`src/mem_adapter_pkg.sv`:
```
package mem_adapter_pkg;

  // Bus and request widths
  localparam int ADDR_W     = 32;
  localparam int DATA_W     = 64;
  localparam int SEL_W      = DATA_W / 8;
  localparam int ID_W       = 4;
  localparam int LEN_W      = 3;
  localparam int LINE_BEATS = 4;
  localparam int N_PORTS    = 3;

  // Byte geometry of a beat and of an instruction line
  localparam int BEAT_BYTES = DATA_W / 8;
  localparam int BEAT_OFF_W = $clog2(BEAT_BYTES);
  localparam int LINE_OFF_W = $clog2(LINE_BEATS * BEAT_BYTES);

  typedef logic [1:0] port_idx_t;

  // Fixed requester positions
  localparam port_idx_t PORT_ICACHE  = 2'd0;
  localparam port_idx_t PORT_DREAD   = 2'd1;
  localparam port_idx_t PORT_UCWRITE = 2'd2;

  typedef struct packed {
    logic [ADDR_W-1:0] paddr;
    logic              nc;
    logic [ID_W-1:0]   id;
  } icache_miss_t;

  // len holds the beat count minus one
  typedef struct packed {
    logic [ADDR_W-1:0] addr;
    logic [LEN_W-1:0]  len;
    logic              we;
    logic [DATA_W-1:0] wdata;
    logic [SEL_W-1:0]  sel;
    logic [ID_W-1:0]   id;
    logic              cacheable;
  } mem_req_t;

  typedef struct packed {
    mem_req_t  req;
    port_idx_t port;
  } buf_entry_t;

  typedef struct packed {
    logic [DATA_W-1:0] data;
    logic [ID_W-1:0]   id;
    logic              last;
  } mem_resp_t;

endpackage
```
`src/mem_adapter_top.sv`:
```
`timescale 1ns/1ps

module mem_adapter_top (
  input  logic                                clk_i,
  input  logic                                rst_n_i,

  // Cache side requests
  input  logic                                icache_valid_i,
  input  mem_adapter_pkg::icache_miss_t       icache_miss_i,
  output logic                                icache_ready_o,
  input  logic                                dread_valid_i,
  input  mem_adapter_pkg::mem_req_t           dread_req_i,
  output logic                                dread_ready_o,
  input  logic                                ucwrite_valid_i,
  input  mem_adapter_pkg::mem_req_t           ucwrite_req_i,
  output logic                                ucwrite_ready_o,

  // Wishbone master
  output logic                                wb_cyc_o,
  output logic                                wb_stb_o,
  output logic                                wb_we_o,
  output logic [mem_adapter_pkg::ADDR_W-1:0]  wb_adr_o,
  output logic [mem_adapter_pkg::DATA_W-1:0]  wb_dat_o,
  output logic [mem_adapter_pkg::SEL_W-1:0]   wb_sel_o,
  input  logic [mem_adapter_pkg::DATA_W-1:0]  wb_dat_i,
  input  logic                                wb_ack_i,

  // Cache side responses
  output logic [mem_adapter_pkg::N_PORTS-1:0] resp_valid_o,
  output mem_adapter_pkg::mem_resp_t          resp_o [mem_adapter_pkg::N_PORTS],
  input  logic [mem_adapter_pkg::N_PORTS-1:0] resp_ready_i
);

  logic                        push;
  logic                        not_full;
  logic                        pop;
  logic                        not_empty;
  mem_adapter_pkg::buf_entry_t push_entry;
  mem_adapter_pkg::buf_entry_t head;

  req_arbiter u_req_arbiter (
    .clk_i           (clk_i),
    .rst_n_i         (rst_n_i),
    .icache_valid_i  (icache_valid_i),
    .icache_miss_i   (icache_miss_i),
    .icache_ready_o  (icache_ready_o),
    .dread_valid_i   (dread_valid_i),
    .dread_req_i     (dread_req_i),
    .dread_ready_o   (dread_ready_o),
    .ucwrite_valid_i (ucwrite_valid_i),
    .ucwrite_req_i   (ucwrite_req_i),
    .ucwrite_ready_o (ucwrite_ready_o),
    .push_o          (push),
    .push_entry_o    (push_entry),
    .not_full_i      (not_full)
  );

  req_fifo u_req_fifo (
    .clk_i        (clk_i),
    .rst_n_i      (rst_n_i),
    .push_i       (push),
    .push_entry_i (push_entry),
    .not_full_o   (not_full),
    .pop_i        (pop),
    .head_o       (head),
    .not_empty_o  (not_empty)
  );

  wb_master u_wb_master (
    .clk_i        (clk_i),
    .rst_n_i      (rst_n_i),
    .not_empty_i  (not_empty),
    .head_i       (head),
    .pop_o        (pop),
    .wb_cyc_o     (wb_cyc_o),
    .wb_stb_o     (wb_stb_o),
    .wb_we_o      (wb_we_o),
    .wb_adr_o     (wb_adr_o),
    .wb_dat_o     (wb_dat_o),
    .wb_sel_o     (wb_sel_o),
    .wb_dat_i     (wb_dat_i),
    .wb_ack_i     (wb_ack_i),
    .resp_valid_o (resp_valid_o),
    .resp_o       (resp_o),
    .resp_ready_i (resp_ready_i)
  );

endmodule

```
`src/wb_master.sv`:
```
`timescale 1ns/1ps

module wb_master (
  input  logic                                clk_i,
  input  logic                                rst_n_i,

  input  logic                                not_empty_i,
  input  mem_adapter_pkg::buf_entry_t         head_i,
  output logic                                pop_o,

  output logic                                wb_cyc_o,
  output logic                                wb_stb_o,
  output logic                                wb_we_o,
  output logic [mem_adapter_pkg::ADDR_W-1:0]  wb_adr_o,
  output logic [mem_adapter_pkg::DATA_W-1:0]  wb_dat_o,
  output logic [mem_adapter_pkg::SEL_W-1:0]   wb_sel_o,
  input  logic [mem_adapter_pkg::DATA_W-1:0]  wb_dat_i,
  input  logic                                wb_ack_i,

  output logic [mem_adapter_pkg::N_PORTS-1:0] resp_valid_o,
  output mem_adapter_pkg::mem_resp_t          resp_o [mem_adapter_pkg::N_PORTS],
  input  logic [mem_adapter_pkg::N_PORTS-1:0] resp_ready_i
);

  typedef enum logic [1:0] {
    ST_IDLE,
    ST_BUS,
    ST_RESP
  } state_e;

  state_e                              state_q;
  mem_adapter_pkg::mem_req_t           cur_q;
  mem_adapter_pkg::port_idx_t          port_q;
  logic [mem_adapter_pkg::LEN_W-1:0]   beats_left_q;
  logic [mem_adapter_pkg::ADDR_W-1:0]  addr_q;
  logic [mem_adapter_pkg::N_PORTS-1:0] resp_valid_q;
  mem_adapter_pkg::mem_resp_t          resp_q [mem_adapter_pkg::N_PORTS];
  logic                                last_beat;
  logic                                beat_done;
  logic                                resp_taken;

  // A write always ends after its only beat
  assign last_beat  = cur_q.we || (beats_left_q == '0);
  assign beat_done  = (state_q == ST_BUS) && wb_ack_i;
  assign resp_taken = (state_q == ST_RESP) && resp_ready_i[port_q];

  assign pop_o = (state_q == ST_IDLE) && not_empty_i;

  // Classic cycle, cyc and stb move together
  assign wb_cyc_o = (state_q == ST_BUS);
  assign wb_stb_o = (state_q == ST_BUS);
  assign wb_we_o  = cur_q.we;
  assign wb_adr_o = addr_q;
  assign wb_dat_o = cur_q.wdata;
  assign wb_sel_o = cur_q.sel;

  assign resp_valid_o = resp_valid_q;
  assign resp_o       = resp_q;

  always_ff @(posedge clk_i or negedge rst_n_i) begin
    if (!rst_n_i) begin
      state_q      <= ST_IDLE;
      resp_valid_q <= '0;
    end else begin
      case (state_q)
        ST_IDLE: begin
          if (not_empty_i) begin
            state_q <= ST_BUS;
          end
        end
        ST_BUS: begin
          if (wb_ack_i) begin
            state_q              <= ST_RESP;
            resp_valid_q[port_q] <= 1'b1;
          end
        end
        ST_RESP: begin
          // Bus stays idle until the owner takes the beat
          if (resp_ready_i[port_q]) begin
            resp_valid_q[port_q] <= 1'b0;
            state_q              <= last_beat ? ST_IDLE : ST_BUS;
          end
        end
        default: state_q <= ST_IDLE;
      endcase
    end
  end

  // Current request and beat tracking
  always_ff @(posedge clk_i) begin
    if (pop_o) begin
      cur_q        <= head_i.req;
      port_q       <= head_i.port;
      addr_q       <= head_i.req.addr;
      beats_left_q <= head_i.req.len;
    end
    if (resp_taken && !last_beat) begin
      addr_q       <= addr_q + mem_adapter_pkg::ADDR_W'(mem_adapter_pkg::BEAT_BYTES);
      beats_left_q <= beats_left_q - 1'b1;
    end
  end

  // Response registers, one per port
  always_ff @(posedge clk_i) begin
    if (beat_done) begin
      resp_q[port_q].data <= cur_q.we ? '0 : wb_dat_i;
      resp_q[port_q].id   <= cur_q.id;
      resp_q[port_q].last <= last_beat;
    end
  end

endmodule

```
`src/req_fifo.sv`:
```
`timescale 1ns/1ps

module req_fifo (
  input  logic                        clk_i,
  input  logic                        rst_n_i,

  input  logic                        push_i,
  input  mem_adapter_pkg::buf_entry_t push_entry_i,
  output logic                        not_full_o,

  input  logic                        pop_i,
  output mem_adapter_pkg::buf_entry_t head_o,
  output logic                        not_empty_o
);

  localparam int DEPTH = 2;

  mem_adapter_pkg::buf_entry_t mem_q [DEPTH];
  logic                        wr_ptr_q;
  logic                        rd_ptr_q;
  logic [1:0]                  count_q;
  logic                        do_push;
  logic                        do_pop;

  assign not_full_o  = (count_q != 2'(DEPTH));
  assign not_empty_o = (count_q != 2'd0);
  assign head_o      = mem_q[rd_ptr_q];

  assign do_push = push_i && not_full_o;
  assign do_pop  = pop_i && not_empty_o;

  always_ff @(posedge clk_i or negedge rst_n_i) begin
    if (!rst_n_i) begin
      wr_ptr_q <= 1'b0;
      rd_ptr_q <= 1'b0;
      count_q  <= 2'd0;
    end else begin
      if (do_push) begin
        wr_ptr_q <= ~wr_ptr_q;
      end
      if (do_pop) begin
        rd_ptr_q <= ~rd_ptr_q;
      end
      // Simultaneous push and pop keeps the count
      if (do_push && !do_pop) begin
        count_q <= count_q + 2'd1;
      end else if (do_pop && !do_push) begin
        count_q <= count_q - 2'd1;
      end
    end
  end

  // Storage
  always_ff @(posedge clk_i) begin
    if (do_push) begin
      mem_q[wr_ptr_q] <= push_entry_i;
    end
  end

endmodule

```
`src/req_arbiter.sv`:
```
`timescale 1ns/1ps

module req_arbiter (
  input  logic                         clk_i,
  input  logic                         rst_n_i,

  input  logic                         icache_valid_i,
  input  mem_adapter_pkg::icache_miss_t icache_miss_i,
  output logic                         icache_ready_o,

  input  logic                         dread_valid_i,
  input  mem_adapter_pkg::mem_req_t    dread_req_i,
  output logic                         dread_ready_o,

  input  logic                         ucwrite_valid_i,
  input  mem_adapter_pkg::mem_req_t    ucwrite_req_i,
  output logic                         ucwrite_ready_o,

  output logic                         push_o,
  output mem_adapter_pkg::buf_entry_t  push_entry_o,
  input  logic                         not_full_i
);

  mem_adapter_pkg::mem_req_t           req_vec [mem_adapter_pkg::N_PORTS];
  logic [mem_adapter_pkg::N_PORTS-1:0] valid_vec;
  mem_adapter_pkg::port_idx_t          last_q;
  mem_adapter_pkg::port_idx_t          grant_idx;
  mem_adapter_pkg::port_idx_t          cand;
  logic                                grant_found;

  // Instruction miss becomes a read
  always_comb begin
    req_vec[mem_adapter_pkg::PORT_ICACHE]           = '0;
    req_vec[mem_adapter_pkg::PORT_ICACHE].id        = icache_miss_i.id;
    req_vec[mem_adapter_pkg::PORT_ICACHE].sel       = '1;
    req_vec[mem_adapter_pkg::PORT_ICACHE].cacheable = ~icache_miss_i.nc;
    if (icache_miss_i.nc) begin
      // Single word, aligned to the beat
      req_vec[mem_adapter_pkg::PORT_ICACHE].len  = '0;
      req_vec[mem_adapter_pkg::PORT_ICACHE].addr =
        {icache_miss_i.paddr[mem_adapter_pkg::ADDR_W-1:mem_adapter_pkg::BEAT_OFF_W],
         {mem_adapter_pkg::BEAT_OFF_W{1'b0}}};
    end else begin
      // Whole line from its first byte
      req_vec[mem_adapter_pkg::PORT_ICACHE].len  =
        mem_adapter_pkg::LEN_W'(mem_adapter_pkg::LINE_BEATS - 1);
      req_vec[mem_adapter_pkg::PORT_ICACHE].addr =
        {icache_miss_i.paddr[mem_adapter_pkg::ADDR_W-1:mem_adapter_pkg::LINE_OFF_W],
         {mem_adapter_pkg::LINE_OFF_W{1'b0}}};
    end
  end

  // Port position fixes the direction
  always_comb begin
    req_vec[mem_adapter_pkg::PORT_DREAD]        = dread_req_i;
    req_vec[mem_adapter_pkg::PORT_DREAD].we     = 1'b0;
    req_vec[mem_adapter_pkg::PORT_UCWRITE]      = ucwrite_req_i;
    req_vec[mem_adapter_pkg::PORT_UCWRITE].we   = 1'b1;
    req_vec[mem_adapter_pkg::PORT_UCWRITE].len  = '0;
  end

  assign valid_vec = {ucwrite_valid_i, dread_valid_i, icache_valid_i};

  // First valid port after the last grant
  always_comb begin
    grant_idx   = last_q;
    grant_found = 1'b0;
    cand        = '0;
    for (int k = 1; k <= mem_adapter_pkg::N_PORTS; k++) begin
      cand = mem_adapter_pkg::port_idx_t'((int'(last_q) + k) % mem_adapter_pkg::N_PORTS);
      if (!grant_found && valid_vec[cand]) begin
        grant_idx   = cand;
        grant_found = 1'b1;
      end
    end
  end

  assign push_o            = grant_found && not_full_i;
  assign push_entry_o.req  = req_vec[grant_idx];
  assign push_entry_o.port = grant_idx;

  assign icache_ready_o  = push_o && (grant_idx == mem_adapter_pkg::PORT_ICACHE);
  assign dread_ready_o   = push_o && (grant_idx == mem_adapter_pkg::PORT_DREAD);
  assign ucwrite_ready_o = push_o && (grant_idx == mem_adapter_pkg::PORT_UCWRITE);

  // Start so that the instruction port wins first
  always_ff @(posedge clk_i or negedge rst_n_i) begin
    if (!rst_n_i) begin
      last_q <= mem_adapter_pkg::PORT_UCWRITE;
    end else if (push_o) begin
      last_q <= grant_idx;
    end
  end

endmodule

```
`config.mk`:
```
export PLATFORM = sky130hd
export DESIGN_NAME = mem_adapter_top
export DESIGN_NICKNAME = d
export VERILOG_FILES = /design/src/mem_adapter_pkg.sv /design/src/mem_adapter_top.sv /design/src/wb_master.sv /design/src/req_fifo.sv /design/src/req_arbiter.sv
export SDC_FILE = /design/constraint.sdc
export NUM_CORES = 1
export LEC_CHECK = 0
export ABC_AREA = 0
export BUFFER_PORTS_ARGS = -buffer_cell sky130_fd_sc_hd__buf_2
export CORE_AREA = 4 4 253 255
export DETAILED_ROUTE_END_ITERATION = 7
export DIE_AREA = 0 0 257 259
export SETUP_SLACK_MARGIN = 0.4
export SKIP_CTS_REPAIR_TIMING = 1
export SYNTH_ARGS = -nofsm -noshare
export SYNTH_HDL_FRONTEND = slang
export SYNTH_HIERARCHICAL = 1
export SYNTH_SLANG_ARGS = --single-unit
```
`constraint.sdc`:
```
create_clock -name clk_i -period 22.5 [get_ports clk_i]
set_input_delay 1.125 -clock clk_i [delete_from_list [all_inputs] [get_ports clk_i]]
set_output_delay 1.125 -clock clk_i [all_outputs]
set_load 0.01 [all_outputs]
```
=== Word-level counts from Yosys, hierarchy flattened ===
Memory sizes are Yosys's and may differ from the RTL's.
Cells that the tools add are included.

* Register bits after elaboration: 332
* Bits in writable memories: 230
* Input bits: 336
* Output and inout port bits: 320
* Word-level logic and storage cells: 134
* Memories: 1

* Add/sub/neg operators: 7
* Divide/modulo/power cells: 3
* Order comparisons: 8
* Eq/ne operators: 8
* Mux-type cells: 46
* Bitwise gates (word level): 8
* Reductions and logical operators: 31

{| class="wikitable"
|+ Memories
! memory !! words !! width !! read ports !! clocked after memory_dff !! write ports !! line !! RTL
|-
| u_req_fifo.mem_q || 2 || 115 || 1 || 0 || 1 || req_fifo.sv:18 || <nowiki>mem_adapter_pkg::buf_entry_t mem_q [DEPTH];</nowiki>
|}

{| class="wikitable"
|+ Operators with widths
! operator !! number
|-
| $bwmux 207 || 3
|-
| $demux 69 s2 || 3
|-
| $bmux 113 s2 || 1
|-
| $mux 113 || 2
|-
| $mod 32x3->32 const B || 3
|-
| $mux 69 || 1
|-
| $mux 32 || 2
|-
| $mux 64 || 1
|-
| $add 32x4->32 const B || 1
|-
| $logic_and 1x1->1 || 16
|-
| $mux 2 || 8
|-
| $lt 2x3->1 const B || 4
|-
| $mux 1 || 12
|-
| $mux 3 || 4
|-
| $bmux 1 s2 || 4
|-
| $mux 8 || 1
|-
| $reduce_bool 2->1 || 4
|-
| $add 2x2->3 const B || 2
|-
| $ge 3x3->1 const B || 2
|-
| $ne 2x2->1 const B || 3
|-
| $not 2->3 || 2
|-
| $pmux 2 s3 || 1
|-
| $pmux 3 s2 || 1
|-
| $reduce_and 3->1 || 2
|-
| 19 further kinds || 28
|}

=== Logic depth before layout (Yosys ltp) ===
Gate-level depths: netlist of run 1.

* Depth in word-level cells: 17
* Mapped depth: 14
* Gate-level depth less buffers: 13

=== Modules after synthesis ===
Netlist of run 1, hierarchy kept.

{| class="wikitable"
|+ Modules (own cells, without submodules)
! module !! times used !! cells each !! area an instance (um^2) !! sequential area each (um^2)
|-
| wb_master || 1 || 662 || 11,832.6 || 9,764.4
|-
| req_fifo || 1 || 376 || 8,648.3 || 7,006.7
|-
| req_arbiter || 1 || 271 || 2,155.8 || 51.3
|}

=== Worst setup path before layout of run 1 ===
OpenSTA, ideal clock, no wires.

* Path kind: reg2reg
* From: register u_req_fifo.count_q[0]
* To: register u_req_fifo.count_q[1]
* Setup time: 0.079 ns
* Data arrival time: 7.756 ns
* Data required time: 22.421 ns
* Path slack: 14.665 ns
* Cell stages (with the launch flop): 7
* Buffers on the path: 0
* Cells stage by stage: dfrtp_1 > or2_2 > nor3b_1 > nand2_1 > ha_1 > nor2_1 > xor2_1

* Cells in the longest elaborated chain, start to end: 6

{| class="wikitable"
|+ RTL lines
! element !! line !! RTL
|-
| start, declared || req_fifo.sv:21 || <nowiki>logic [1:0] count_q;</nowiki>
|-
| start signal, assigned || req_fifo.sv:46 || <nowiki>count_q <= count_q + 2'd1;</nowiki>
|-
| start signal, assigned || req_fifo.sv:48 || <nowiki>count_q <= count_q - 2'd1;</nowiki>
|-
| $reduce_bool 2->1 (*) || req_fifo.sv:26 || <nowiki>assign not_empty_o = (count_q != 2'd0);</nowiki>
|-
| net not_empty || mem_adapter_top.sv:37 || <nowiki>logic not_empty;</nowiki>
|-
| $logic_and 1x1->1 (*) || wb_master.sv:47 || <nowiki>assign pop_o = (state_q == ST_IDLE) && not_empty_i;</nowiki>
|-
| net pop || mem_adapter_top.sv:36 || <nowiki>logic pop;</nowiki>
|-
| $logic_and 1x1->1 (*) || req_fifo.sv:30 || <nowiki>assign do_pop = pop_i && not_empty_o;</nowiki>
|-
| $logic_not 1->1 || req_fifo.sv:45 || <nowiki>if (do_push && !do_pop) begin</nowiki>
|-
| $logic_and 1x1->1 || req_fifo.sv:45 ||
|-
| $mux 2 / $reduce_bool 2->1 (equally long branches) || n/a ||
|}

Mark *: on every way through the listed nets, which the timed path passes. The rest lies on a longest branch. The select of a mux whose other input is x is not followed.
A chain may end at the register's enable or synchronous reset.

==> metrics, run 1 <==
status=completed; GRT Util Overall=0.174; Most Crowded Layer GR=met2; Total Routed Length=61300 µm; setup TNS=0 ps; Worst R2R Path Depth=10; CP Launch Type=flip-flop; H-tree Lvls=2; Gate Count Post-Synth=1304; initial antenna violation count=8; clk_lat worst skew=610 ps; Clock Skews=13.3 ps; measured slew at the worst slew-check pin=1030 ps; M3 GR Usage=0.0440; via/cell ratio=4.78; max frequency=216 MHz; layout cells sized above 1=0.456; Final nets=2239; Synth warnings=6; RR Startpoint=u_req_arbiter/last_q[0]$_DFFE_PN0P_; most frequent cells in the layout=buf_2, edfxtp_1, mux2_2; Die Y=259 µm; critical-path cell list=inv_1, ha_1, and2_1, o21ai_0, a31o_2, a31oi_4, inv_1, nor3_1, buf_2; commonest non-fill, non-tap cell in the layout=buf_2; Buffers & Inverters on Critical Path=3; # IOs=656; Avg Inst Size Synth=17.3 µm²; final setup fails=0; global route overflow=0; Final Hold Fails=0; family with the most delay on the worst path=compound AO/OA/AOI/OAI gates; CTS Buffer Depth=3; maximum VDD drop=0.0778 mV; critical path fanouts, max=15; antenna-violating nets left=0; pre-CTS WS=17910 ps; DRC viols=0; kind of critical path=flip-flop to primary output; area of the mapped netlist=0.0225 mm²; Max stage delay on crit path=620 ps; CP arrival=3500 ps; via count=13.3k; Core Box Area=0.0616 mm²; Die ar.=0.0666 mm²; GRT met2 Usage=0.310; Starting Density=0.366; Worst-path clk slew=60 ps; router iterations before antenna repair=5; number of clock sinks=560; Worst slew margin=0.309; Critical Path RT=21380 ps; Root Driver=clkbuf_16; Non-Filler Instances=2780; Avg WL per Cell=22.1 µm; row cnt=91; leak pwr=10.9 nW; Layout area overhead=24.5%; grt met1 use=0.210; Initial DRC Count=892; most used cell along the critical path=inv_1; Mapped Nets=1648; Num CTS Buffers=58; Setup crit end kind=primary output; CTS tree=done; r2r setup slk=18120 ps; chip width=257 µm; final period utilization=0.206; Placed Cells=2672; RSZ-0062 raised after global routing=false; fin crit period=4630 ps; pin count of the biggest net entering global routing=80; Reg-to-Reg End=u_req_fifo/mem_q[0][15]$_DFFE_PP_; HP Class=primary input to asynchronous set/reset pin; routability cong.=0.873; Final WS setup=17870 ps; max_cap viols=0; port buffer count=645; first-pass GRT wire length=87600 µm; vias in the first global route=13.4k; slowest CP cell=ha_1; power density over cell area=165 mW/mm²; DP HPWL=44200 µm; Slew Limit Fails=0
## routing by layer
layer / share of wire / wire length [µm]
met4: 0.025 / 1540
met5: 0.00055 / 34
met3: 0.068 / 4160
met1: 0.39 / 23800
met2: 0.52 / 31800
## worst max path at each step
stage / start / endpoint / slack [ps] / cells after the start
after global placement: dread_valid_i / u_req_fifo/mem_q[0][15]$_DFFE_PP_ / 18070 / 9
final: u_req_arbiter/last_q[0]$_DFFE_PN0P_ / icache_ready_o / 17870 / 9
after CTS: u_req_arbiter/last_q[0]$_DFFE_PN0P_ / icache_ready_o / 17720 / 9
after global routing: u_req_arbiter/last_q[0]$_DFFE_PN0P_ / icache_ready_o / 17540 / 9
after detailed placement: dread_valid_i / u_req_fifo/mem_q[0][15]$_DFFE_PP_ / 17910 / 9
after floorplan: u_req_fifo/count_q[0]$_DFFE_PN0P_ / u_req_fifo/count_q[1]$_DFFE_PN0P_ / 14660 / 6
## flip-flops by register name, indices dropped and copies added, names as in the netlist, 3 cells and up, named ones only
signal,flops
u_wb_master/wb_adr_o,32
u_wb_master/wb_sel_o,8
u_req_fifo/mem_q,228
u_wb_master/resp_o,207
u_wb_master/cur_q,4
u_wb_master/wb_dat_o,64
u_wb_master/beats_left_q,3
## metrics by stage
step           utilization  cell area [µm²]  hold slack [ps]  power [mW]
5_1_grt              0.455            28100              363        4.88
6_report             0.456            28100              392        4.62
4_1_cts              0.455            28100              341        4.70
2_1_floorplan            -            22500              440        3.20
3_5_place_dp         0.424            26100              472        3.70
3_3_place_gp         0.424            26100              474        3.64
## layout make-up
class,count,area [µm²]
antenna,2,5.00
multi-input combinational,584,4810
inverter,28,105
sequential,560,16800
fill,5441,33500
tap,837,1050
timing repair buffer,663,3360
clock buffer,64,1470
clock inverter,42,484
## power by group
part	switching [mW]	leakage (nW)	internal, mW
Clock	0.395	0.947	0.586
Combinational	1.04	4.68	0.591
Sequential	0.142	5.27	1.86
Total	1.58	10.9	3.04
Note: power is estimated with default switching activity, not from simulation.
==> inputs of run 2 (changes only) <==
--- a/config.mk
+++ b/config.mk
@@ -7,9 +7,9 @@
 export LEC_CHECK = 0
 export ABC_AREA = 0
 export BUFFER_PORTS_ARGS = -buffer_cell sky130_fd_sc_hd__buf_2
-export CORE_AREA = 4 4 253 255
+export CORE_AREA = 4 4 255 257
 export DETAILED_ROUTE_END_ITERATION = 7
-export DIE_AREA = 0 0 257 259
+export DIE_AREA = 0 0 259 261
 export SETUP_SLACK_MARGIN = 0.4
 export SKIP_CTS_REPAIR_TIMING = 1
 export SYNTH_ARGS = -nofsm -noshare
==> constraint.sdc (replaced) <==
create_clock -name clk_i -period 4.3 [get_ports clk_i]
set_input_delay 0.215 -clock clk_i [delete_from_list [all_inputs] [get_ports clk_i]]
set_output_delay 0.215 -clock clk_i [all_outputs]
set_load 0.01 [all_outputs]
==> run 2 against run 1 <==
The run now ends with hold timing left. Total power increased to 5.4 times the previous value. Register-to-register slack got worse by 18000 ps. Critical endpoint is now u_req_fifo/mem_q[1][26]$_DFFE_PP_. Via count is 6.8% higher. Routed wire length increased by 3.1%. Sequential power rose to 5.3 times the previous value. Combinational power rose to 5.8 times the previous value. Final area grew 7.1%. First-iteration DRC count up 18%.
==> metrics, run 2 (synthesized netlist as in run 1, its figures left out) <==
critical path fanouts, max=74; HP Start=resp_ready_i[2]; status=finished with violations; most frequent cells in the layout=buf_2, edfxtp_1, dlygate4sd3_1; Clock Skews=14.3 ps; fin crit period=3690 ps; commonest non-fill, non-tap cell in the layout=buf_2; layout cells sized above 1=0.418; router iterations before antenna repair=5; vias in the first global route=13.2k; Reg power frac=0.424; Internal Power=16.5 mW; via/cell ratio=4.73; number of flip-flops in the largest register=228; Final Hold Fails=1; routability cong.=0.829; Final nets=2438; Core Box Area=0.0627 mm²; Die ar.=0.0676 mm²; RR Startpoint=u_req_arbiter/last_q[0]$_DFFE_PN0P_; Setup crit end kind=flip-flop; number of clock sinks=560; first-pass GRT wire length=85700 µm; measured slew at the worst slew-check pin=1020 ps; max_cap viols=0; failing checks=hold timing; r2r setup slk=610 ps; Total Routed Length=63200 µm; DP HPWL=44000 µm; CP Launch Type=flip-flop; antenna-violating nets left=0; Worst slew margin=0.322; Die Y=261 µm; Sequential Area=0.0168 mm²; DRC viols=0; Layout area overhead=33.3%; initial antenna violation count=19; leak pwr=11.8 nW; Root Driver=clkbuf_16; chip width=259 µm; hold depth=4; fillcell total=5371; CTS tree=done; Gate power share=0.382; CP arrival=4140 ps; Starting Density=0.359; Net Sw Frac=0.336; pin count of the biggest net entering global routing=77; Num CTS Buffers=59; Initial DRC Count=1049; finished layout cell area=0.0301 mm²; Worst-path clk slew=60 ps; Critical Path RT=4760 ps; Post-DP Area=0.0262 mm²; HP Class=primary input to flip-flop; via count=14.2k; sw power=8.37 mW; kind of critical path=flip-flop to flip-flop; power density over cell area=829 mW/mm²; clk_lat worst skew=600 ps; port buffer count=645; RSZ-0062 raised after global routing=false; final period utilization=0.857; # IOs=656; CTS Buffer Depth=3; Largest Register=u_req_fifo/mem_q; final setup fails=0; Avg WL per Cell=21.1 µm; hold slack=-6.86 ps; max frequency=271 MHz; row cnt=92; Pwr Total=24.9 mW; global route overflow=0; footprint of the multi-input gates=0.00483 mm²; Final WS setup=613 ps; GRT Util Overall=0.170; Slew Limit Fails=0; Worst R2R Path Depth=10; H-tree Lvls=2; Reg-to-Reg End=u_req_fifo/mem_q[1][26]$_DFFE_PP_; pre-CTS WS=879 ps; maximum VDD drop=0.518 mV; Clk pwr share=0.194
[run 2: changes by cell type in the layout (fill, tap and decap cells not counted), sizes merged]
| cell | change |
|---|---|
| dlygate4sd3 | +192 |
| diode | +9 |
| buf | +6 |
| bufinv | -6 |
| clkinvlp | +6 |
| clkbuf | +4 |
| clkinv | -3 |
| inv | +1 |
[run 2: cell type report]
class,instances,share of cell area
inverters,28,0.00350
clock inverters,40,0.0112
repair buffers,861,0.180
well taps,846,0.0352
flip-flops and latches,560,0.558
diodes,11,0.000916
clock buffers,68,0.0503
multi-input cells,584,0.161
[run 2: worst max path at each step]
stage / start / endpoint / slack (ps) / cells after the start
after floorplan: u_wb_master/state_q[0]$_DFFE_PN0P_ / u_wb_master/resp_o[100]$_DFFE_PP_ / -90 / 3
after global placement: u_req_arbiter/last_q[0]$_DFFE_PN0P_ / u_req_fifo/mem_q[0][83]$_DFFE_PP_ / 990 / 9
after detailed placement: u_req_arbiter/last_q[0]$_DFFE_PN0P_ / u_req_fifo/mem_q[1][83]$_DFFE_PP_ / 880 / 9
after CTS: u_req_arbiter/last_q[0]$_DFFE_PN0P_ / icache_ready_o / 450 / 9
after global routing: u_req_arbiter/last_q[0]$_DFFE_PN0P_ / ucwrite_ready_o / 450 / 10
final: u_req_arbiter/last_q[0]$_DFFE_PN0P_ / u_req_fifo/mem_q[1][26]$_DFFE_PP_ / 610 / 10
[run 2: worst max-delay path, cell delays in order (launching register included)]
cell and delay, ps:
dfrtp_1 420, inv_1 90, ha_1 630, and2_1 200, o21ai_0 90, a31o_2 280
a31oi_4 280, and2_4 330, buf_12 290, a22o_1 240, dlygate4sd3_1 580
[run 2: power by group through the flow]
stage	combinational (mW)	sequential (mW)	clock, mW
6_report	9.51	10.6	4.84
5_1_grt	10.3	10.8	5.25
4_1_cts	8.71	10.6	4.98
3_5_place_dp	8.69	10.7	0
3_3_place_gp	8.47	10.6	0
2_1_floorplan	5.97	10.6	0
[run 2: per-layer routing]
layer	track usage	up-vias	part of all wire
met5	0	-	0.00043
met4	0.0559	4	0.028
met3	0.0506	107	0.075
met2	0.299	582	0.52
met1	0.199	6970	0.37
li1	-	6519	-
[run 2: through the flow]
stage / cells / setup TNS (ps) / util
after global placement: 2685 / 0 / 0.418
after floorplan: 1304 / -11030 / -
final: 2998 / 0 / 0.479
after CTS: 2793 / 0 / 0.448
after global routing: 2995 / 0 / 0.479
after detailed placement: 2685 / 0 / 0.418
